### src/rtl/scene_macros.svh
`ifndef SCENE_MACROS_SVH
`define SCENE_MACROS_SVH

// three 16-bit fixed-point coordinates
`define SCENE_VTX_W    48
// three 8-bit local vertex indices
`define SCENE_TRI_W    24

`define SCENE_DEPTH    256
`define SCENE_ADDR_W   8
`define SCENE_BUF_IDS  16
`define SCENE_ID_W     4

`endif

### src/rtl/scene_pkg.sv
`include "scene_macros.svh"

package scene_pkg;

    typedef logic [`SCENE_VTX_W-1:0]  vertex_t;
    typedef logic [`SCENE_TRI_W-1:0]  tri_t;
    typedef logic [`SCENE_ADDR_W-1:0] addr_t;
    typedef logic [7:0]               count_t;  // element count or local index
    typedef logic [`SCENE_ID_W-1:0]   buf_id_t;

    typedef logic [1:0] opcode_t;
    localparam opcode_t OP_WIPE     = 2'd0;
    localparam opcode_t OP_NEW_VERT = 2'd1;
    localparam opcode_t OP_NEW_TRI  = 2'd2;
    localparam opcode_t OP_BAD      = 2'd3;  // reserved, rejected

    typedef logic [1:0] status_t;
    localparam status_t ST_OK        = 2'd0;
    localparam status_t ST_OVERFLOW  = 2'd1;
    localparam status_t ST_BAD_OP    = 2'd2;
    localparam status_t ST_BAD_INDEX = 2'd3;

    typedef enum logic [1:0] {C_IDLE, C_VERT_DATA, C_TRI_DATA, C_RESPOND} cmd_state_t;

    typedef enum logic [1:0] {F_IDLE, F_TRI_RD, F_V_RD, F_DONE} fetch_state_t;

endpackage

### src/rtl/store_rd_if.sv
`timescale 1ns/1ns

interface store_rd_if;
    import scene_pkg::*;

    logic    rd_en;
    buf_id_t rd_id;
    count_t  rd_index;    // local index inside the buffer
    vertex_t rd_data;     // zero when rd_ok is low
    logic    rd_ok;

    // store answers one cycle after rd_en
    modport fetch (
        output rd_en, rd_id, rd_index,
        input  rd_data, rd_ok
    );

    modport store (
        input  rd_en, rd_id, rd_index,
        output rd_data, rd_ok
    );

endinterface

### src/rtl/prim_fetch.sv
`timescale 1ns/1ns
`include "scene_macros.svh"

module prim_fetch (
    input  logic                sck,
    input  logic                rst,
    input  logic                fetch_valid,
    output logic                fetch_ready,
    input  scene_pkg::buf_id_t  fetch_vbuf,
    input  scene_pkg::buf_id_t  fetch_tbuf,
    input  scene_pkg::count_t   fetch_tri,
    output logic                prim_valid,
    input  logic                prim_ready,
    output scene_pkg::status_t  prim_status,
    output scene_pkg::vertex_t  prim_v0,
    output scene_pkg::vertex_t  prim_v1,
    output scene_pkg::vertex_t  prim_v2,
    store_rd_if.fetch           trd,
    store_rd_if.fetch           vrd
);
    import scene_pkg::*;

    fetch_state_t state;
    logic [1:0]   vk;      // vertex whose read data arrives this cycle
    logic         bad;     // any read of this request failed
    buf_id_t      vbuf_q;
    tri_t         tri_q;
    vertex_t      v0_q;
    vertex_t      v1_q;
    vertex_t      v2_q;
    logic         accept;

    assign fetch_ready = (state == F_IDLE);
    assign accept      = fetch_valid && fetch_ready;

    // triangle read goes out with the request
    assign trd.rd_en    = accept;
    assign trd.rd_id    = fetch_tbuf;
    assign trd.rd_index = fetch_tri;

    // vertex 0 straight from the triangle data, 1 and 2 from the latched copy
    assign vrd.rd_en = (state == F_TRI_RD) || ((state == F_V_RD) && (vk != 2'd2));
    assign vrd.rd_id = vbuf_q;

    always_comb begin
        if (state == F_TRI_RD) begin
            vrd.rd_index = trd.rd_data[7:0];
        end else if (vk == 2'd0) begin
            vrd.rd_index = tri_q[15:8];
        end else begin
            vrd.rd_index = tri_q[23:16];
        end
    end

    always_ff @(posedge sck or posedge rst) begin
        if (rst) begin
            state <= F_IDLE;
            vk    <= '0;
            bad   <= 1'b0;
        end else begin
            case (state)
                F_IDLE: if (accept) begin
                    state <= F_TRI_RD;
                end
                F_TRI_RD: begin
                    bad   <= !trd.rd_ok;
                    vk    <= '0;
                    state <= F_V_RD;
                end
                F_V_RD: begin
                    if (!vrd.rd_ok) begin
                        bad <= 1'b1;
                    end
                    vk <= vk + 1'b1;
                    if (vk == 2'd2) begin
                        state <= F_DONE;
                    end
                end
                F_DONE: if (prim_ready) begin
                    state <= F_IDLE;
                end
                default: state <= F_IDLE;
            endcase
        end
    end

    always_ff @(posedge sck) begin
        if (accept) begin
            vbuf_q <= fetch_vbuf;
        end
        if (state == F_TRI_RD) begin
            tri_q <= trd.rd_data[`SCENE_TRI_W-1:0];
        end
        if (state == F_V_RD) begin
            case (vk)
                2'd0:    v0_q <= vrd.rd_data;
                2'd1:    v1_q <= vrd.rd_data;
                default: v2_q <= vrd.rd_data;
            endcase
        end
    end

    assign prim_valid  = (state == F_DONE);
    assign prim_status = bad ? ST_BAD_INDEX : ST_OK;
    assign prim_v0     = bad ? '0 : v0_q;  // failed fetch returns zeros
    assign prim_v1     = bad ? '0 : v1_q;
    assign prim_v2     = bad ? '0 : v2_q;

endmodule

### src/flat_wrapper.sv
// flat-port wrapper written by rule: the top's interface ports become plain ports
module prim_fetch_flat import scene_pkg::*;
  (sck, rst, fetch_valid, fetch_ready, fetch_vbuf, fetch_tbuf, fetch_tri, prim_valid, prim_ready, prim_status, prim_v0, prim_v1, prim_v2, trd_rd_en, trd_rd_id, trd_rd_index, trd_rd_data, trd_rd_ok, vrd_rd_en, vrd_rd_id, vrd_rd_index, vrd_rd_data, vrd_rd_ok);
  store_rd_if trd_i ();
  store_rd_if vrd_i ();
  input  logic sck;
  input  logic rst;
  input  logic fetch_valid;
  output logic fetch_ready;
  input  scene_pkg::buf_id_t fetch_vbuf;
  input  scene_pkg::buf_id_t fetch_tbuf;
  input  scene_pkg::count_t fetch_tri;
  output logic prim_valid;
  input  logic prim_ready;
  output scene_pkg::status_t prim_status;
  output scene_pkg::vertex_t prim_v0;
  output scene_pkg::vertex_t prim_v1;
  output scene_pkg::vertex_t prim_v2;
  output wire logic [$bits(trd_i.rd_en)-1:0] trd_rd_en;
  output wire logic [$bits(trd_i.rd_id)-1:0] trd_rd_id;
  output wire logic [$bits(trd_i.rd_index)-1:0] trd_rd_index;
  input wire logic [$bits(trd_i.rd_data)-1:0] trd_rd_data;
  input wire logic [$bits(trd_i.rd_ok)-1:0] trd_rd_ok;
  output wire logic [$bits(vrd_i.rd_en)-1:0] vrd_rd_en;
  output wire logic [$bits(vrd_i.rd_id)-1:0] vrd_rd_id;
  output wire logic [$bits(vrd_i.rd_index)-1:0] vrd_rd_index;
  input wire logic [$bits(vrd_i.rd_data)-1:0] vrd_rd_data;
  input wire logic [$bits(vrd_i.rd_ok)-1:0] vrd_rd_ok;
  assign trd_rd_en = trd_i.rd_en;
  assign trd_rd_id = trd_i.rd_id;
  assign trd_rd_index = trd_i.rd_index;
  assign trd_i.rd_data = trd_rd_data;
  assign trd_i.rd_ok = trd_rd_ok;
  assign vrd_rd_en = vrd_i.rd_en;
  assign vrd_rd_id = vrd_i.rd_id;
  assign vrd_rd_index = vrd_i.rd_index;
  assign vrd_i.rd_data = vrd_rd_data;
  assign vrd_i.rd_ok = vrd_rd_ok;
  prim_fetch u_core (.sck(sck), .rst(rst), .fetch_valid(fetch_valid), .fetch_ready(fetch_ready), .fetch_vbuf(fetch_vbuf), .fetch_tbuf(fetch_tbuf), .fetch_tri(fetch_tri), .prim_valid(prim_valid), .prim_ready(prim_ready), .prim_status(prim_status), .prim_v0(prim_v0), .prim_v1(prim_v1), .prim_v2(prim_v2), .trd(trd_i), .vrd(vrd_i));
endmodule
### config.mk
export PLATFORM = sky130hd
export DESIGN_NAME = prim_fetch_flat
export DESIGN_NICKNAME = d
export VERILOG_FILES = /design/src/rtl/scene_pkg.sv /design/src/rtl/store_rd_if.sv /design/src/rtl/prim_fetch.sv /design/src/flat_wrapper.sv
export VERILOG_INCLUDE_DIRS = /design/src /design/src/rtl
export SDC_FILE = /design/constraint.sdc
export NUM_CORES = 1
export LEC_CHECK = 0
export ABC_AREA = 1
export BUFFER_PORTS_ARGS = -buffer_cell sky130_fd_sc_hd__buf_2
export CAP_MARGIN = 15
export CORE_ASPECT_RATIO = 0.7
export CORE_UTILIZATION = 45
export CTS_CLUSTER_SIZE = 24
export DETAILED_ROUTE_END_ITERATION = 16
export PLACE_DENSITY = 0.76
export SYNTH_ARGS = -nofsm -noshare
export SYNTH_HDL_FRONTEND = slang
export SYNTH_SLANG_ARGS = --single-unit
### constraint.sdc
create_clock -name sck -period 11.37 [get_ports sck]
set_clock_uncertainty 0.15 [all_clocks]
set_input_delay 0.5685 -clock sck [delete_from_list [all_inputs] [get_ports sck]]
set_output_delay 0.5685 -clock sck [all_outputs]
set_load 0.02 [all_outputs]
==> results.json <==
{
  "synth.avg_cell_area_um2": 11.9,
  "antenna_found_initial": 0,
  "grt_pass1_wl_um": 20500,
  "clock_latency_ns": 0.41,
  "port-buffer-count": 243,
  "worst_pin_slew_ns": 0.770,
  "yosysTopAreaCell": "edfxtp_1",
  "peakVddDrop_mv": 0.147,
  "drc": 0,
  "drv_cap": 0,
  "wirelength_um": 13500,
  "die_width_um": 149,
  "crit_type": "reg -> out",
  "seq_area_frac_synth_pct": 74.4,
  "synthMostInstantiatedCell": "edfxtp_1",
  "ff_latch_area_um2": 5050,
  "synth_edf_count": 164,
  "grt_use_total_pct": 17.6,
  "tns_ns": 0,
  "synth_warnings": 0,
  "vias_per_cell": 4.35,
  "r2r_cells": 5,
  "cp_max_fo": 82,
  "antenna_left": 0,
  "ios": 292,
  "cp.arrival_ns": 2.40,
  "grt_start_max_net_pins": 83,
  "timing.final.crit_share_pct": 27.4,
  "start_util_pct": 46.1,
  "setup_viol": 0,
  "path_clk_slew_ns": 0.07,
  "cp-start-kind": "flip-flop",
  "synth-simple-area-share_pct": 10.1,
  "synth_flop_cell": "edfxtp_1",
  "grt_overflow": 0,
  "synth-compound-area-share_pct": 1.51,
  "slew_headroom_pct": 48.7,
  "fin_nets": 933,
  "dieArea_um2": 15600,
  "yosys-top-cells-count": "edfxtp_1 (164), inv_1 (159), nor2_1 (152), nand2_1 (21), a21oi_1 (17)",
  "dr.pass1.iters": 4,
  "fmax_ghz": 0.321,
  "die_h_um": 105,
  "cts_tree": "built",
  "hold_class": "in -> reg",
  "maxSlewViolCount": 0,
  "p_leak_nw": 4.28,
  "power.density_nw_per_um2": 253,
  "synth_area_leaders": "edfxtp_1 (73%), inv_1 (8.8%), nor2_1 (8.4%)",
  "synthAdderAreaFrac_pct": 1.66,
  "synthXorXnorAreaFrac_pct": 0,
  "ctsResizeCount": 0,
  "first_iter_violations": 265,
  "power_mw": 2.20,
  "clock_path_buffers": 2,
  "status": "complete, no violations",
  "cts_root_buffer": "clkbuf_16",
  "rsz0062_at_grt": "false",
  "gp_congestion": 0.754,
  "period_needed_ns": 3.12,
  "min_delay_path_depth": 1,
  "area_growth_pct": 27.6,
  "cts_max_level": 4,
  "routedWlPerCell_um": 13.4,
  "multi_input_area_um2": 907,
  "critPathRequiredTime_ns": 10.65,
  "netlist_area_um2": 6790,
  "core-area_um2": 14700,
  "place_hpwl_um": 9410,
  "synth_top_area_share_pct": 72.5,
  "drive_gt1_share_pct": 34.6,
  "hold_viol": 0,
  "crit_path_end_kind": "output pin",
  "numCtsBuffers": 17,
  "n_antenna_cell": 0,
  "grt_pass1_vias": 3981,
  "synth_top_family_by_area": "buffers and inverters",
  "synth_seq_cells": 169,
  "nFillCells": 1227,
  "dr_total_vias": 4410,
  "synth.area.mux_share_pct": 0,
  "rows": 37,
  "syn_inst": 570,
  "cts.sinks": 169,
  "ys_async_sr_fraction_pct": 2.96,
  "synth_nets": 697,
  "synth.distinct_cells": 16
}
[final timing paths]
path | startpoint | to | slack [ns]
worst max-delay path | u_core.bad$_DFFE_PP0P_ | prim_v2[34] | 8.25
worst min-delay path | fetch_vbuf[3] | u_core.vrd.rd_id[3]$_DFFE_PP_ | 0.18
worst max register to register | u_core.state[0]$_DFFE_PP0P_ | u_core.v0_q[22]$_DFFE_PP_ | 9.03
worst min register to register | u_core.state[1]$_DFFE_PP0P_ | u_core.state[1]$_DFFE_PP0P_ | 0.39
max in group asynchronous | rst | u_core.bad$_DFFE_PP0P_ | 10.38
min in group asynchronous | rst | u_core.state[1]$_DFFE_PP0P_ | 0.47
[flip-flops by register name (all words and copies together) (netlist names)]
register / cells
u_core.bad: 1
u_core.vk: 2
u_core.tri_q: 16
u_core.vrd.rd_id: 4
u_core.v2_q: 48
u_core.v1_q: 48
u_core.v0_q: 48
u_core.state: 2
[per-layer routing]
metal / vias up / share of wire [%] / global-route usage, %
met5: - / 0 / 0
met4: 0 / 1.0 / 5.32
met3: 17 / 6.5 / 4.59
met2: 167 / 49 / 29.6
met1: 2016 / 43 / 22.4
li1: 2210 / - / -
[cells by family (layout without fill, tap and decap cells)]
kind of cell | count (synthesis) | after routing
buf+inv | 192 | 441
simple gates | 180 | 180
flops | 169 | 169
compound gates | 20 | 20
fa+ha+maj | 9 | 9
[layout by cell type (no fill, tap or decap), types with 5 or more instances in the layout]
master / synthesis / final
buf_2: 11 / 243
edfxtp_1: 164 / 164
inv_1: 159 / 157
nor2_1: 152 / 152
nand2_1: 21 / 21
a21oi_1: 17 / 17
clkbuf_16: 0 / 17
ha_1: 9 / 9
inv_8: 0 / 5
buf_4: 14 / 5
[layout make-up]
class / count / area share, %
multi-input cells: 209 / 10.5
inverters: 160 / 6.93
clock inverters: 15 / 2.01
clock buffers: 17 / 4.91
well taps: 195 / 2.81
flip-flops and latches: 169 / 58.3
repair buffers: 249 / 14.6
[critical path: stages, from the launching register on]
cell	delay [ns]
dfrtp_4	0.93
buf_4	0.65
nor2_1	0.18
buf_2	0.20
[what timing repair did]
action                    4_1_cts  5_1_grt
hold endpoints to repair        5        0
hold buffers                    1        0
setup buffers                   0        0
[through the flow]
stage               instances  hold WS (ns)  setup slack, ns  utilization (%)  instance area [um^2]
floorplan                 570         0.197             6.59                -                  6790
global placement          981         0.338             8.70             54.7                  8060
detailed placement        981         0.345             8.66             54.7                  8060
CTS                      1014         0.158             8.21             58.9                  8670
global route             1014         0.156             8.07             58.9                  8670
finish                   1014         0.177             8.25             58.9                  8670
[report_power, final]
| group | internal, mW | switching (mW) | leakage, nW | total (mW) |
|---|---|---|---|---|
| combinational | 0.208 | 0.510 | 2.42 | 0.718 |
| sequential | 0.841 | 0.0628 | 1.56 | 0.903 |
| clock | 0.315 | 0.259 | 0.292 | 0.574 |
No activity file was read; power rests on OpenSTA's default activity.
