==> src/rtl/scene_macros.svh <==
`ifndef SCENE_MACROS_SVH
`define SCENE_MACROS_SVH

// three 16-bit fixed-point coordinates
`define SCENE_VTX_W    48
// three 8-bit local vertex indices
`define SCENE_TRI_W    24

`define SCENE_DEPTH    256
`define SCENE_ADDR_W   8
`define SCENE_BUF_IDS  16
`define SCENE_ID_W     4

`endif

==> src/rtl/scene_pkg.sv <==
`include "scene_macros.svh"

package scene_pkg;

    typedef logic [`SCENE_VTX_W-1:0]  vertex_t;
    typedef logic [`SCENE_TRI_W-1:0]  tri_t;
    typedef logic [`SCENE_ADDR_W-1:0] addr_t;
    typedef logic [7:0]               count_t;  // element count or local index
    typedef logic [`SCENE_ID_W-1:0]   buf_id_t;

    typedef logic [1:0] opcode_t;
    localparam opcode_t OP_WIPE     = 2'd0;
    localparam opcode_t OP_NEW_VERT = 2'd1;
    localparam opcode_t OP_NEW_TRI  = 2'd2;
    localparam opcode_t OP_BAD      = 2'd3;  // reserved, rejected

    typedef logic [1:0] status_t;
    localparam status_t ST_OK        = 2'd0;
    localparam status_t ST_OVERFLOW  = 2'd1;
    localparam status_t ST_BAD_OP    = 2'd2;
    localparam status_t ST_BAD_INDEX = 2'd3;

    typedef enum logic [1:0] {C_IDLE, C_VERT_DATA, C_TRI_DATA, C_RESPOND} cmd_state_t;

    typedef enum logic [1:0] {F_IDLE, F_TRI_RD, F_V_RD, F_DONE} fetch_state_t;

endpackage

==> src/rtl/store_wr_if.sv <==
`timescale 1ns/1ns

interface store_wr_if;
    import scene_pkg::*;

    logic    clear;       // drop every descriptor
    logic    desc_we;
    buf_id_t desc_id;
    addr_t   desc_base;
    count_t  desc_count;
    logic    data_we;
    addr_t   data_addr;
    vertex_t data;        // triangle store keeps the low bits

    modport ctrl (
        output clear, desc_we, desc_id, desc_base, desc_count,
        output data_we, data_addr, data
    );

    modport store (
        input clear, desc_we, desc_id, desc_base, desc_count,
        input data_we, data_addr, data
    );
endinterface

==> src/rtl/scene_cmd_ctrl.sv <==
`timescale 1ns/1ns
`include "scene_macros.svh"

module scene_cmd_ctrl (
    input  logic                    sck,
    input  logic                    rst,
    input  logic                    cmd_valid,
    output logic                    cmd_ready,
    input  scene_pkg::opcode_t      cmd_op,
    input  logic [`SCENE_VTX_W-1:0] cmd_data,
    output logic                    rsp_valid,
    input  logic                    rsp_ready,
    output scene_pkg::status_t      rsp_status,
    output scene_pkg::buf_id_t      rsp_id,
    store_wr_if.ctrl                vwr,
    store_wr_if.ctrl                twr
);
    import scene_pkg::*;

    cmd_state_t             state;
    logic [`SCENE_ID_W:0]   next_vid;     // one extra bit to see id 16
    logic [`SCENE_ID_W:0]   next_tid;
    logic [`SCENE_ADDR_W:0] next_vaddr;   // may reach 256
    logic [`SCENE_ADDR_W:0] next_taddr;
    count_t                 remaining;    // data words still expected
    addr_t                  wr_addr;
    logic                   wr_ok;        // allocation of current buffer passed

    logic                   accept;
    logic                   hdr_accept;
    logic                   wipe;
    logic                   is_tri;
    logic                   alloc_ok;
    count_t                 hdr_count;
    logic [`SCENE_ID_W:0]   sel_id;
    logic [`SCENE_ADDR_W:0] sel_addr;
    logic [`SCENE_ADDR_W:0] sel_end;

    assign cmd_ready  = (state != C_RESPOND);
    assign rsp_valid  = (state == C_RESPOND);
    assign accept     = cmd_valid && cmd_ready;
    assign hdr_accept = accept && (state == C_IDLE);
    assign wipe       = hdr_accept && (cmd_op == OP_WIPE);
    assign hdr_count  = cmd_data[7:0];

    // allocator of the store named by the opcode
    assign is_tri   = (cmd_op == OP_NEW_TRI);
    assign sel_id   = is_tri ? next_tid : next_vid;
    assign sel_addr = is_tri ? next_taddr : next_vaddr;
    assign sel_end  = sel_addr + {1'b0, hdr_count};
    assign alloc_ok = !sel_id[`SCENE_ID_W] && (sel_end <= `SCENE_DEPTH);

    assign vwr.clear      = wipe;
    assign vwr.desc_we    = hdr_accept && (cmd_op == OP_NEW_VERT) && alloc_ok;
    assign vwr.desc_id    = sel_id[`SCENE_ID_W-1:0];
    assign vwr.desc_base  = sel_addr[`SCENE_ADDR_W-1:0];
    assign vwr.desc_count = hdr_count;
    assign vwr.data_we    = accept && (state == C_VERT_DATA) && wr_ok;
    assign vwr.data_addr  = wr_addr;
    assign vwr.data       = cmd_data;

    assign twr.clear      = wipe;
    assign twr.desc_we    = hdr_accept && is_tri && alloc_ok;
    assign twr.desc_id    = sel_id[`SCENE_ID_W-1:0];
    assign twr.desc_base  = sel_addr[`SCENE_ADDR_W-1:0];
    assign twr.desc_count = hdr_count;
    assign twr.data_we    = accept && (state == C_TRI_DATA) && wr_ok;
    assign twr.data_addr  = wr_addr;
    assign twr.data       = cmd_data;

    always_ff @(posedge sck or posedge rst) begin
        if (rst) begin
            state      <= C_IDLE;
            next_vid   <= '0;
            next_tid   <= '0;
            next_vaddr <= '0;
            next_taddr <= '0;
            remaining  <= '0;
            wr_ok      <= 1'b0;
        end else begin
            case (state)
                C_IDLE: if (accept) begin
                    case (cmd_op)
                        OP_WIPE: begin
                            next_vid   <= '0;
                            next_tid   <= '0;
                            next_vaddr <= '0;
                            next_taddr <= '0;
                            state      <= C_RESPOND;
                        end
                        OP_NEW_VERT, OP_NEW_TRI: begin
                            if (alloc_ok && is_tri) begin
                                next_tid   <= next_tid + 1'b1;
                                next_taddr <= sel_end;
                            end else if (alloc_ok) begin
                                next_vid   <= next_vid + 1'b1;
                                next_vaddr <= sel_end;
                            end
                            wr_ok     <= alloc_ok;  // overflow still eats the data
                            remaining <= hdr_count;
                            if (hdr_count == '0) begin
                                state <= C_RESPOND;
                            end else if (is_tri) begin
                                state <= C_TRI_DATA;
                            end else begin
                                state <= C_VERT_DATA;
                            end
                        end
                        default: state <= C_RESPOND;
                    endcase
                end
                C_VERT_DATA, C_TRI_DATA: if (accept) begin
                    remaining <= remaining - 1'b1;
                    if (remaining == 8'd1) begin
                        state <= C_RESPOND;
                    end
                end
                C_RESPOND: if (rsp_ready) begin
                    state <= C_IDLE;
                end
                default: state <= C_IDLE;
            endcase
        end
    end

    // write pointer and response payload
    always_ff @(posedge sck) begin
        if (hdr_accept) begin
            wr_addr <= sel_addr[`SCENE_ADDR_W-1:0];
            case (cmd_op)
                OP_WIPE: begin
                    rsp_status <= ST_OK;
                    rsp_id     <= '0;
                end
                OP_NEW_VERT, OP_NEW_TRI: begin
                    rsp_status <= alloc_ok ? ST_OK : ST_OVERFLOW;
                    rsp_id     <= alloc_ok ? sel_id[`SCENE_ID_W-1:0] : '0;
                end
                default: begin
                    rsp_status <= ST_BAD_OP;
                    rsp_id     <= '0;
                end
            endcase
        end else if (accept) begin
            wr_addr <= wr_addr + 1'b1;
        end
    end

endmodule

==> src/flat_wrapper.sv <==
// flat-port wrapper written by rule: the top's interface ports become plain ports
module scene_cmd_ctrl_flat import scene_pkg::*;
  (sck, rst, cmd_valid, cmd_ready, cmd_op, cmd_data, rsp_valid, rsp_ready, rsp_status, rsp_id, vwr_clear, vwr_desc_we, vwr_desc_id, vwr_desc_base, vwr_desc_count, vwr_data_we, vwr_data_addr, vwr_data, twr_clear, twr_desc_we, twr_desc_id, twr_desc_base, twr_desc_count, twr_data_we, twr_data_addr, twr_data);
  store_wr_if vwr_i ();
  store_wr_if twr_i ();
  input  logic sck;
  input  logic rst;
  input  logic cmd_valid;
  output logic cmd_ready;
  input  scene_pkg::opcode_t cmd_op;
  input  logic [`SCENE_VTX_W-1:0] cmd_data;
  output logic rsp_valid;
  input  logic rsp_ready;
  output scene_pkg::status_t rsp_status;
  output scene_pkg::buf_id_t rsp_id;
  output wire logic [$bits(vwr_i.clear)-1:0] vwr_clear;
  output wire logic [$bits(vwr_i.desc_we)-1:0] vwr_desc_we;
  output wire logic [$bits(vwr_i.desc_id)-1:0] vwr_desc_id;
  output wire logic [$bits(vwr_i.desc_base)-1:0] vwr_desc_base;
  output wire logic [$bits(vwr_i.desc_count)-1:0] vwr_desc_count;
  output wire logic [$bits(vwr_i.data_we)-1:0] vwr_data_we;
  output wire logic [$bits(vwr_i.data_addr)-1:0] vwr_data_addr;
  output wire logic [$bits(vwr_i.data)-1:0] vwr_data;
  output wire logic [$bits(twr_i.clear)-1:0] twr_clear;
  output wire logic [$bits(twr_i.desc_we)-1:0] twr_desc_we;
  output wire logic [$bits(twr_i.desc_id)-1:0] twr_desc_id;
  output wire logic [$bits(twr_i.desc_base)-1:0] twr_desc_base;
  output wire logic [$bits(twr_i.desc_count)-1:0] twr_desc_count;
  output wire logic [$bits(twr_i.data_we)-1:0] twr_data_we;
  output wire logic [$bits(twr_i.data_addr)-1:0] twr_data_addr;
  output wire logic [$bits(twr_i.data)-1:0] twr_data;
  assign vwr_clear = vwr_i.clear;
  assign vwr_desc_we = vwr_i.desc_we;
  assign vwr_desc_id = vwr_i.desc_id;
  assign vwr_desc_base = vwr_i.desc_base;
  assign vwr_desc_count = vwr_i.desc_count;
  assign vwr_data_we = vwr_i.data_we;
  assign vwr_data_addr = vwr_i.data_addr;
  assign vwr_data = vwr_i.data;
  assign twr_clear = twr_i.clear;
  assign twr_desc_we = twr_i.desc_we;
  assign twr_desc_id = twr_i.desc_id;
  assign twr_desc_base = twr_i.desc_base;
  assign twr_desc_count = twr_i.desc_count;
  assign twr_data_we = twr_i.data_we;
  assign twr_data_addr = twr_i.data_addr;
  assign twr_data = twr_i.data;
  scene_cmd_ctrl u_core (.sck(sck), .rst(rst), .cmd_valid(cmd_valid), .cmd_ready(cmd_ready), .cmd_op(cmd_op), .cmd_data(cmd_data), .rsp_valid(rsp_valid), .rsp_ready(rsp_ready), .rsp_status(rsp_status), .rsp_id(rsp_id), .vwr(vwr_i), .twr(twr_i));
endmodule
==> config.mk <==
export PLATFORM = sky130hd
export DESIGN_NAME = scene_cmd_ctrl_flat
export DESIGN_NICKNAME = d
export VERILOG_FILES = /design/src/rtl/scene_pkg.sv /design/src/rtl/store_wr_if.sv /design/src/rtl/scene_cmd_ctrl.sv /design/src/flat_wrapper.sv
export VERILOG_INCLUDE_DIRS = /design/src /design/src/rtl
export SDC_FILE = /design/constraint.sdc
export NUM_CORES = 1
export LEC_CHECK = 0
export BUFFER_PORTS_ARGS = -buffer_cell sky130_fd_sc_hd__buf_2
export CAP_MARGIN = 20
export CORE_MARGIN = 5
export CORE_UTILIZATION = 43
export DETAILED_ROUTE_END_ITERATION = 8
export HOLD_SLACK_MARGIN = 0.05
export PLACE_DENSITY = 0.88
export REMOVE_ABC_BUFFERS = 1
export SYNTH_ARGS = -nofsm -noshare
export SYNTH_HDL_FRONTEND = slang
export SYNTH_SLANG_ARGS = --single-unit
==> constraint.sdc <==
create_clock -name sck -period 4.85 [get_ports sck]
set_input_delay 0.7275 -clock sck [delete_from_list [all_inputs] [get_ports sck]]
set_output_delay 0.7275 -clock sck [all_outputs]
set_load 0.03 [all_outputs]
==> results.py, run 1 <==
metrics = {
    "synthesis": {
        "synth.lib_cells_used.distinct": 60,
        "syn_inst": 495,
        "synth_enable_flop_cells": 14,
        "synth_seq_cells": 53,
        "prevailing_post_synth_register_cell": "sky130_fd_sc_hd__dfrtp_1",
        "synth_warnings": 0,
        "ys_async_sr_fraction": 0.736,
        "synthesized_area_per_cell_sq_um": 8.93,
        "synth_sequential_area_ratio": 0.316,
        "synth_area_sq_um": 4420,
    },
    "finish": {
        "design_area_sq_um": 4270,
        "proportion_of_layout_cells_with_a_drive_suffix_above_1": 0.315,
        "layout_common_cells": "sky130_fd_sc_hd__buf_2 (99), sky130_fd_sc_hd__nand2_1 (47), sky130_fd_sc_hd__dfrtp_1 (39)",
        "final_nets": 551,
        "multi_input_comb_area_sq_um": 1850,
        "final_common_cell": "sky130_fd_sc_hd__buf_2",
        "antennaDiodeCount": 0,
        "area.sequential_sq_um": 1400,
        "filler_cell_count": 964,
        "syn2layout_area_growth_pct": -3.37,
    },
    "sta": {
        "rsz0062_at_grt": "false",
        "setup_ws_ns": 0.150,
        "setup_violations": 0,
        "fin_crit_sh": 0.969,
        "slew_headroom": 0.553,
        "achievable-frequency_ghz": 0.213,
        "worst_slew_pin_slew_ns": 0.669,
        "final-max-slew-violation-count": 0,
        "timing_hold_violations_final": 0,
        "whs_ns": 0.526,
        "fin_crit_ns": 4.70,
        "fin_tns_setup_ns": 0,
        "final.setup_skew_ns": 0.00722,
    },
    "clock_tree": {
        "clk_root_buffer_cell": "sky130_fd_sc_hd__clkbuf_8",
        "cts_tree": "done",
        "cts-root-to-sink-buffers": 2,
        "cts.htree.levels": 2,
        "clk_pin_slew_ns": 0.10,
        "cts_num_sinks": 53,
        "cts_inserted_buffers": 5,
        "worst_skew_pair.late_latency_ns": 0.31,
    },
    "worst_setup_path": {
        "critical-path-top-delay-family": "simple AND/OR/NAND/NOR gates",
        "worstPathCellList": "buf_2 > inv_1 > ha_2 > o21ai_0 > ha_1 > fa_1 > a21oi_2 > nor3_1 > or3_4 > nor4_4 > nand3_2 > a221oi_4 > and3_1 > buf_2",
        "path_max_fanout": 9,
        "max_stage_delay_ns": 0.44,
        "critical_path.n_buffers_inverters": 3,
        "crit_path_top_delay_cell": "sky130_fd_sc_hd__fa_1",
        "setup.worst_path.end_class": "output port",
        "startpoint_type": "input pin",
        "crit_arrival_ns": 3.97,
        "worstSetupPathType": "in2out",
        "critical_path_s_most_frequent_cell": "sky130_fd_sc_hd__buf_2",
        "critical_path_required_ns": 4.12,
    },
    "grt": {
        "grt_start_max_net_pins": 40,
        "antenna_found_initial": 0,
        "grt_pass1_vias": 3382,
        "grt_pass1_wl_microns": 21700,
        "globalRouteTotalUtil": 0.232,
        "global_route.overflow_total": 0,
    },
    "route": {
        "detail_route.first_pass.iterations": 7,
        "routed-via-count": 3515,
        "initialDrtViolationCount": 273,
        "route.detailed.drc": 0,
        "vias_per_cell": 5.74,
        "postRouteAntennaNets": 0,
        "postRouteWirelength_microns": 15200,
        "route.detailed.wl_per_inst_microns": 24.9,
    },
    "die": {
        "top_level_ports": 220,
        "placeableCoreArea_sq_um": 10200,
        "initial_utilization": 0.434,
        "floorplan.rows": 37,
        "die_width_microns": 111,
        "fp.dieArea_sq_um": 12400,
        "die-height_microns": 111,
    },
    "placement": {
        "finalWeightedCongestion": 1.01,
        "dpl-instance-area_sq_um": 4170,
        "buffer_ports.inserted": 99,
        "place_hpwl_microns": 12500,
        "dp_slack_ns": -0.00328,
    },
    "power": {
        "p_leak_nw": 2.01,
        "pwr_density_cell_nw_per_um2": 630,
        "vdd_drop_max_mv": 0.289,
        "totalPowerFinal_mw": 2.69,
    },
    "run": {
        "drv_cap": 0,
    },
    "hold_path": {
        "min-delay-path-class": "in2async",
    },
    "outcome": {
        "outcome": "finished clean",
    },
}
report_power, final:
| part | internal, mW | total, mW | switching, mW |
|---|---|---|---|
| Sequential | 0.632 | 0.765 | 0.133 |
| Clock | 0.103 | 0.258 | 0.155 |
| Combinational | 0.576 | 1.67 | 1.09 |
final cells by class:
| type | instances | share of cell area |
|---|---|---|
| Inverter | 29 | 0.0255 |
| Timing Repair Buffer | 120 | 0.153 |
| Multi-Input combinational cell | 266 | 0.434 |
| Tap cell | 136 | 0.0398 |
| Clock buffer | 5 | 0.0161 |
| Sequential cell | 53 | 0.327 |
| Clock inverter | 3 | 0.00498 |
synth_stat cells, types with 6 or more instances:
| library cell | count | share of area |
|---|---|---|
| sky130_fd_sc_hd__buf_4 | 133 | 0.23 |
| sky130_fd_sc_hd__dfrtp_1 | 39 | 0.22 |
| sky130_fd_sc_hd__nand3_1 | 13 | 0.015 |
| sky130_fd_sc_hd__mux2i_1 | 15 | 0.034 |
| sky130_fd_sc_hd__o21ai_0 | 30 | 0.034 |
| sky130_fd_sc_hd__nand2_1 | 47 | 0.040 |
| sky130_fd_sc_hd__edfxtp_1 | 14 | 0.095 |
| sky130_fd_sc_hd__inv_1 | 29 | 0.025 |
| sky130_fd_sc_hd__nor2_1 | 18 | 0.015 |
| sky130_fd_sc_hd__a21oi_1 | 20 | 0.023 |
| sky130_fd_sc_hd__and3_1 | 13 | 0.018 |
| sky130_fd_sc_hd__mux2_2 | 10 | 0.025 |
| sky130_fd_sc_hd__xnor2_1 | 6 | 0.012 |
| sky130_fd_sc_hd__clkbuf_1 | 11 | 0.0093 |
| sky130_fd_sc_hd__ha_1 | 21 | 0.059 |
routing by layer:
metal,GRT usage,share of wire
met1,0.246,0.34
met2,0.365,0.45
met3,0.170,0.18
met4,0.0543,0.021
met5,0.0824,0.0058
flip-flops by register name, indices dropped and copies added (netlist names):
signal,flops
u_core.rsp_id,4
u_core.next_vid,5
u_core.next_tid,5
u_core.twr.data_addr,8
u_core.next_vaddr,9
u_core.next_taddr,9
u_core.state,2
u_core.rsp_status,2
u_core.remaining,8
u_core.wr_ok,1
kinds of logic after synthesis:
logic type,after synthesis,share of synthesized area
compound gates,86,0.133
flops,53,0.316
xor+xnor,10,0.0198
simple gates,121,0.136
mux,27,0.0645
buf+inv,176,0.266
fa+ha+maj,22,0.0639
worst reg2reg max path, cell delays in order (launching register included):
cell	delay [ns]
sky130_fd_sc_hd__dfrtp_1	0.42
sky130_fd_sc_hd__nand2_1	0.07
sky130_fd_sc_hd__o21ai_0	0.12
sky130_fd_sc_hd__ha_1	0.24
sky130_fd_sc_hd__fa_1	0.44
sky130_fd_sc_hd__a21oi_2	0.21
sky130_fd_sc_hd__nor3_1	0.08
sky130_fd_sc_hd__or3_4	0.40
sky130_fd_sc_hd__nor4_4	0.26
sky130_fd_sc_hd__nand3_2	0.15
sky130_fd_sc_hd__buf_4	0.19
sky130_fd_sc_hd__a21oi_4	0.56
sky130_fd_sc_hd__mux2i_1	0.32
per-stage QoR:
step | util | std cells
after floorplan | - | 348
after global placement | 0.409 | 603
after detailed placement | 0.409 | 603
after CTS | 0.418 | 611
after global routing | 0.420 | 612
final | 0.420 | 612
final timing paths:
| path | startpoint | slack [ns] | cells after the start | end |
|---|---|---|---|---|
| min | rst | 0.53 | 3 | u_core.remaining[1] |
| min reg2reg | u_core.next_vaddr[1] | 0.53 | 2 | u_core.next_vaddr[1] |
| max | cmd_op[0] | 0.15 | 14 | vwr_desc_we |
| min in group sck | u_core.next_vaddr[1] | 0.53 | 2 | u_core.next_vaddr[1] |
| max reg2reg | u_core.next_taddr[0] | 1.32 | 12 | u_core.next_taddr[0] |
| max in group asynchronous | rst | 3.96 | 3 | u_core.next_vid[3] |
what timing repair did:
| action | 4_1_cts | 5_1_grt |
|---|---|---|
| gates resized for setup | 1 | 1 |
| endpoints found under the hold margin | 0 | 0 |
| hold buffers | 0 | 0 |
| buffers inserted | 0 | 1 |
| pin swaps | 0 | 1 |
| endpoints found under the setup margin | 2 | 2 |
No activity file was read; power rests on OpenSTA's default activity.
==> run 2: changes to the inputs <==
--- a/config.mk
+++ b/config.mk
@@ -6,13 +6,14 @@
 export SDC_FILE = /design/constraint.sdc
 export NUM_CORES = 1
 export LEC_CHECK = 0
+export ABC_AREA = 1
 export BUFFER_PORTS_ARGS = -buffer_cell sky130_fd_sc_hd__buf_2
 export CAP_MARGIN = 20
 export CORE_MARGIN = 5
-export CORE_UTILIZATION = 43
+export CORE_UTILIZATION = 50
 export DETAILED_ROUTE_END_ITERATION = 8
 export HOLD_SLACK_MARGIN = 0.05
-export PLACE_DENSITY = 0.88
+export PLACE_DENSITY = 0.95
 export REMOVE_ABC_BUFFERS = 1
 export SYNTH_ARGS = -nofsm -noshare
 export SYNTH_HDL_FRONTEND = slang
==> constraint.sdc (replaced) <==
create_clock -name sck -period 5.8 [get_ports sck]
set_input_delay 0.87 -clock sck [delete_from_list [all_inputs] [get_ports sck]]
set_output_delay 0.87 -clock sck [all_outputs]
set_load 0.03 [all_outputs]
==> results.py, run 2 <==
metrics = {
    "synthesis": {
        "synth_most_common_cell": "sky130_fd_sc_hd__buf_4",
        "post-synth-top-area-cell": "sky130_fd_sc_hd__buf_4",
        "synth_seq_cells": 53,
        "synth_area_sq_um": 4500,
        "synth_sequential_area_ratio": 0.311,
        "synth_warnings": 0,
        "ys_async_sr_fraction": 0.736,
        "synth_enable_flop_cells": 14,
        "synth.lib_cells_used.distinct": 43,
        "synthesized_area_per_cell_sq_um": 7.72,
        "syn_inst": 582,
        "synth.top_cells.by_area": "sky130_fd_sc_hd__buf_4 (22%), sky130_fd_sc_hd__dfrtp_1 (22%), sky130_fd_sc_hd__nand2_1 (11%), sky130_fd_sc_hd__edfxtp_1 (9.4%), sky130_fd_sc_hd__ha_1 (5.8%)",
        "prevailing_post_synth_register_cell": "sky130_fd_sc_hd__dfrtp_1",
        "yosys.area.top_type_share": 0.224,
        "netlist_top_cells_count": "sky130_fd_sc_hd__buf_4 (134), sky130_fd_sc_hd__nand2_1 (131), sky130_fd_sc_hd__nand3_1 (44)",
    },
    "sta": {
        "final-max-slew-violation-count": 0,
        "fin_crit_sh": 0.807,
        "slew_headroom": 0.493,
        "final.setup_skew_ns": 0.00913,
        "achievable-frequency_ghz": 0.214,
        "fin_crit_ns": 4.68,
        "fin_tns_setup_ns": 0,
        "whs_ns": 0.498,
        "setup_violations": 0,
        "timing_hold_violations_final": 0,
        "worst_slew_pin_slew_ns": 0.758,
        "rsz0062_at_grt": "false",
    },
    "worst_setup_path": {
        "setup.worst_path.end_class": "output port",
        "worstPathCellList": "buf_2 > inv_1 > ha_1 > inv_2 > nand2_1 > nand2_1 > ha_1 > fa_1 > or2_2 > nor2_1 > nand3_1 > nor2_1 > nand2_1 > nand2_4 > nand2_4 > nor3_2 > buf_2",
        "startpoint_type": "input pin",
        "r2r-start": "u_core.next_vaddr[0]",
        "cp-startpoint": "cmd_op[0]",
        "reg2regPathDepth": 15,
        "crit_path_top_delay_cell": "sky130_fd_sc_hd__fa_1",
        "worstSetupPathType": "in2out",
        "critical_path_required_ns": 4.93,
        "critical_path.n_buffers_inverters": 4,
        "path_max_fanout": 16,
        "critical_path_s_most_frequent_cell": "sky130_fd_sc_hd__nand2_1",
        "crit_arrival_ns": 3.81,
        "max_stage_delay_ns": 0.45,
        "worstReg2RegEnd": "u_core.next_vid[2]",
        "critical-path-top-delay-family": "simple AND/OR/NAND/NOR gates",
        "r2r_setup_slack_ns": 2.99,
        "cp_num_cells": 17,
        "timing.critical_path.to": "twr_desc_we",
    },
    "outcome": {
        "outcome": "finished clean",
    },
    "grt": {
        "grt_pass1_wl_microns": 22400,
        "globalRouteTotalUtil": 0.273,
        "grt_start_max_net_pins": 40,
        "grt_pass1_vias": 3399,
        "antenna_found_initial": 0,
        "global_route.overflow_total": 0,
    },
    "finish": {
        "antennaDiodeCount": 0,
        "final_common_cell": "sky130_fd_sc_hd__nand2_1",
        "filler_cell_count": 814,
        "design_area_sq_um": 4180,
        "proportion_of_layout_cells_with_a_drive_suffix_above_1": 0.261,
        "final_nets": 620,
        "post-route-util": 0.477,
        "registers_with_the_highest_flip_flop_counts": "u_core.next_taddr x9, u_core.next_vaddr x9",
        "layout_common_cells": "sky130_fd_sc_hd__nand2_1 (131), sky130_fd_sc_hd__buf_2 (99), sky130_fd_sc_hd__nand3_1 (44)",
        "syn2layout_area_growth_pct": -7.04,
    },
    "clock_tree": {
        "cts_inserted_buffers": 5,
        "cts-root-to-sink-buffers": 2,
        "clk_pin_slew_ns": 0.09,
        "cts_resized": 0,
        "cts.htree.levels": 2,
        "worst_skew_pair.late_latency_ns": 0.31,
        "cts_setup_buffers": 0,
        "number_of_buffers_added_to_fix_hold_violations_after_cts": 0,
        "cts_num_sinks": 53,
        "cts_tree": "done",
        "clk_root_buffer_cell": "sky130_fd_sc_hd__clkbuf_8",
    },
    "placement": {
        "dpl-instance-area_sq_um": 4070,
        "finalWeightedCongestion": 0.956,
        "place_hpwl_microns": 12700,
        "buffer_ports.inserted": 99,
    },
    "route": {
        "vias_per_cell": 5.63,
        "route.detailed.drc": 0,
        "detail_route.first_pass.iterations": 5,
        "routed-via-count": 3676,
        "postRouteAntennaNets": 0,
        "initialDrtViolationCount": 419,
        "route.detailed.wl_per_inst_microns": 23.8,
        "postRouteWirelength_microns": 15500,
    },
    "die": {
        "fp.dieArea_sq_um": 11000,
        "placeableCoreArea_sq_um": 8760,
        "die_width_microns": 105,
        "floorplan.rows": 34,
        "die-height_microns": 105,
        "top_level_ports": 220,
        "initial_utilization": 0.513,
    },
    "power": {
        "totalPowerFinal_mw": 2.18,
        "p_leak_nw": 2.24,
        "pwr_density_cell_nw_per_um2": 521,
        "vdd_drop_max_mv": 0.187,
    },
    "hold_path": {
        "min-delay-path-class": "reg2reg",
    },
    "run": {
        "drv_cap": 0,
    },
}
run 2: worst min-delay path by stage:
stage / from / endpoint / depth (start not counted)
4_1_cts: u_core.next_vaddr[0] / u_core.next_vaddr[0] / 2
3_5_place_dp: u_core.next_vaddr[6] / u_core.next_vaddr[6] / 2
2_1_floorplan: u_core.next_vaddr[8] / u_core.next_vaddr[8] / 2
6_report: u_core.next_vaddr[0] / u_core.next_vaddr[0] / 2
5_1_grt: u_core.next_vaddr[0] / u_core.next_vaddr[0] / 2
3_3_place_gp: u_core.next_vaddr[4] / u_core.next_vaddr[4] / 2
run 2: cell type report:
type	instances	area, sq um	share of cell area
Tap cell	108	135	0.0323
Clock buffer	7	97.6	0.0234
Timing Repair Buffer	101	510	0.122
Clock inverter	1	8.76	0.00210
Inverter	45	169	0.0404
Sequential cell	53	1400	0.334
Multi-Input combinational cell	338	1860	0.446
run 2: worst register-to-register path, stage by stage (launching register included):
cell	delay, ns
sky130_fd_sc_hd__dfrtp_1	0.40
sky130_fd_sc_hd__nand2_1	0.08
sky130_fd_sc_hd__nand2_1	0.11
sky130_fd_sc_hd__ha_1	0.25
sky130_fd_sc_hd__fa_1	0.47
sky130_fd_sc_hd__or2_2	0.30
sky130_fd_sc_hd__nor2_1	0.11
sky130_fd_sc_hd__nand3_1	0.09
sky130_fd_sc_hd__nor2_1	0.09
sky130_fd_sc_hd__nand2_1	0.10
sky130_fd_sc_hd__nand2_4	0.09
sky130_fd_sc_hd__nand2_4	0.09
sky130_fd_sc_hd__nand2_8	0.15
sky130_fd_sc_hd__nand2_4	0.18
sky130_fd_sc_hd__nand2_1	0.14
sky130_fd_sc_hd__nand2_1	0.06
run 2: cells by family (layout without fill, tap and decap cells):
family / after synthesis / count (layout) / synth area share
flops: 53 / 53 / 0.311
buf+inv: 191 / 154 / 0.275
compound gates: 52 / 52 / 0.0671
fa+ha+maj: 22 / 22 / 0.0629
simple gates: 250 / 250 / 0.256
xor+xnor: 13 / 13 / 0.0253
mux: 1 / 1 / 0.00306
run 2: metrics by stage:
stage	cells	setup WS, ns
global route	653	0.920
finish	653	1.12
global placement	645	1.33
detailed placement	645	1.21
floorplan	436	0.806
CTS	653	1.17
run 2: layer usage:
layer / routed length, microns / GRT usage
met1: 5100 / 0.291
met5: 91 / 0.112
met3: 2940 / 0.202
met4: 442 / 0.0758
met2: 6960 / 0.416
run 2: power by group:
part | switching [mW] | internal (mW) | leakage, nW
combinational | 0.904 | 0.381 | 1.55
clock | 0.130 | 0.113 | 0.0536
sequential | 0.111 | 0.540 | 0.642
total | 1.15 | 1.03 | 2.24
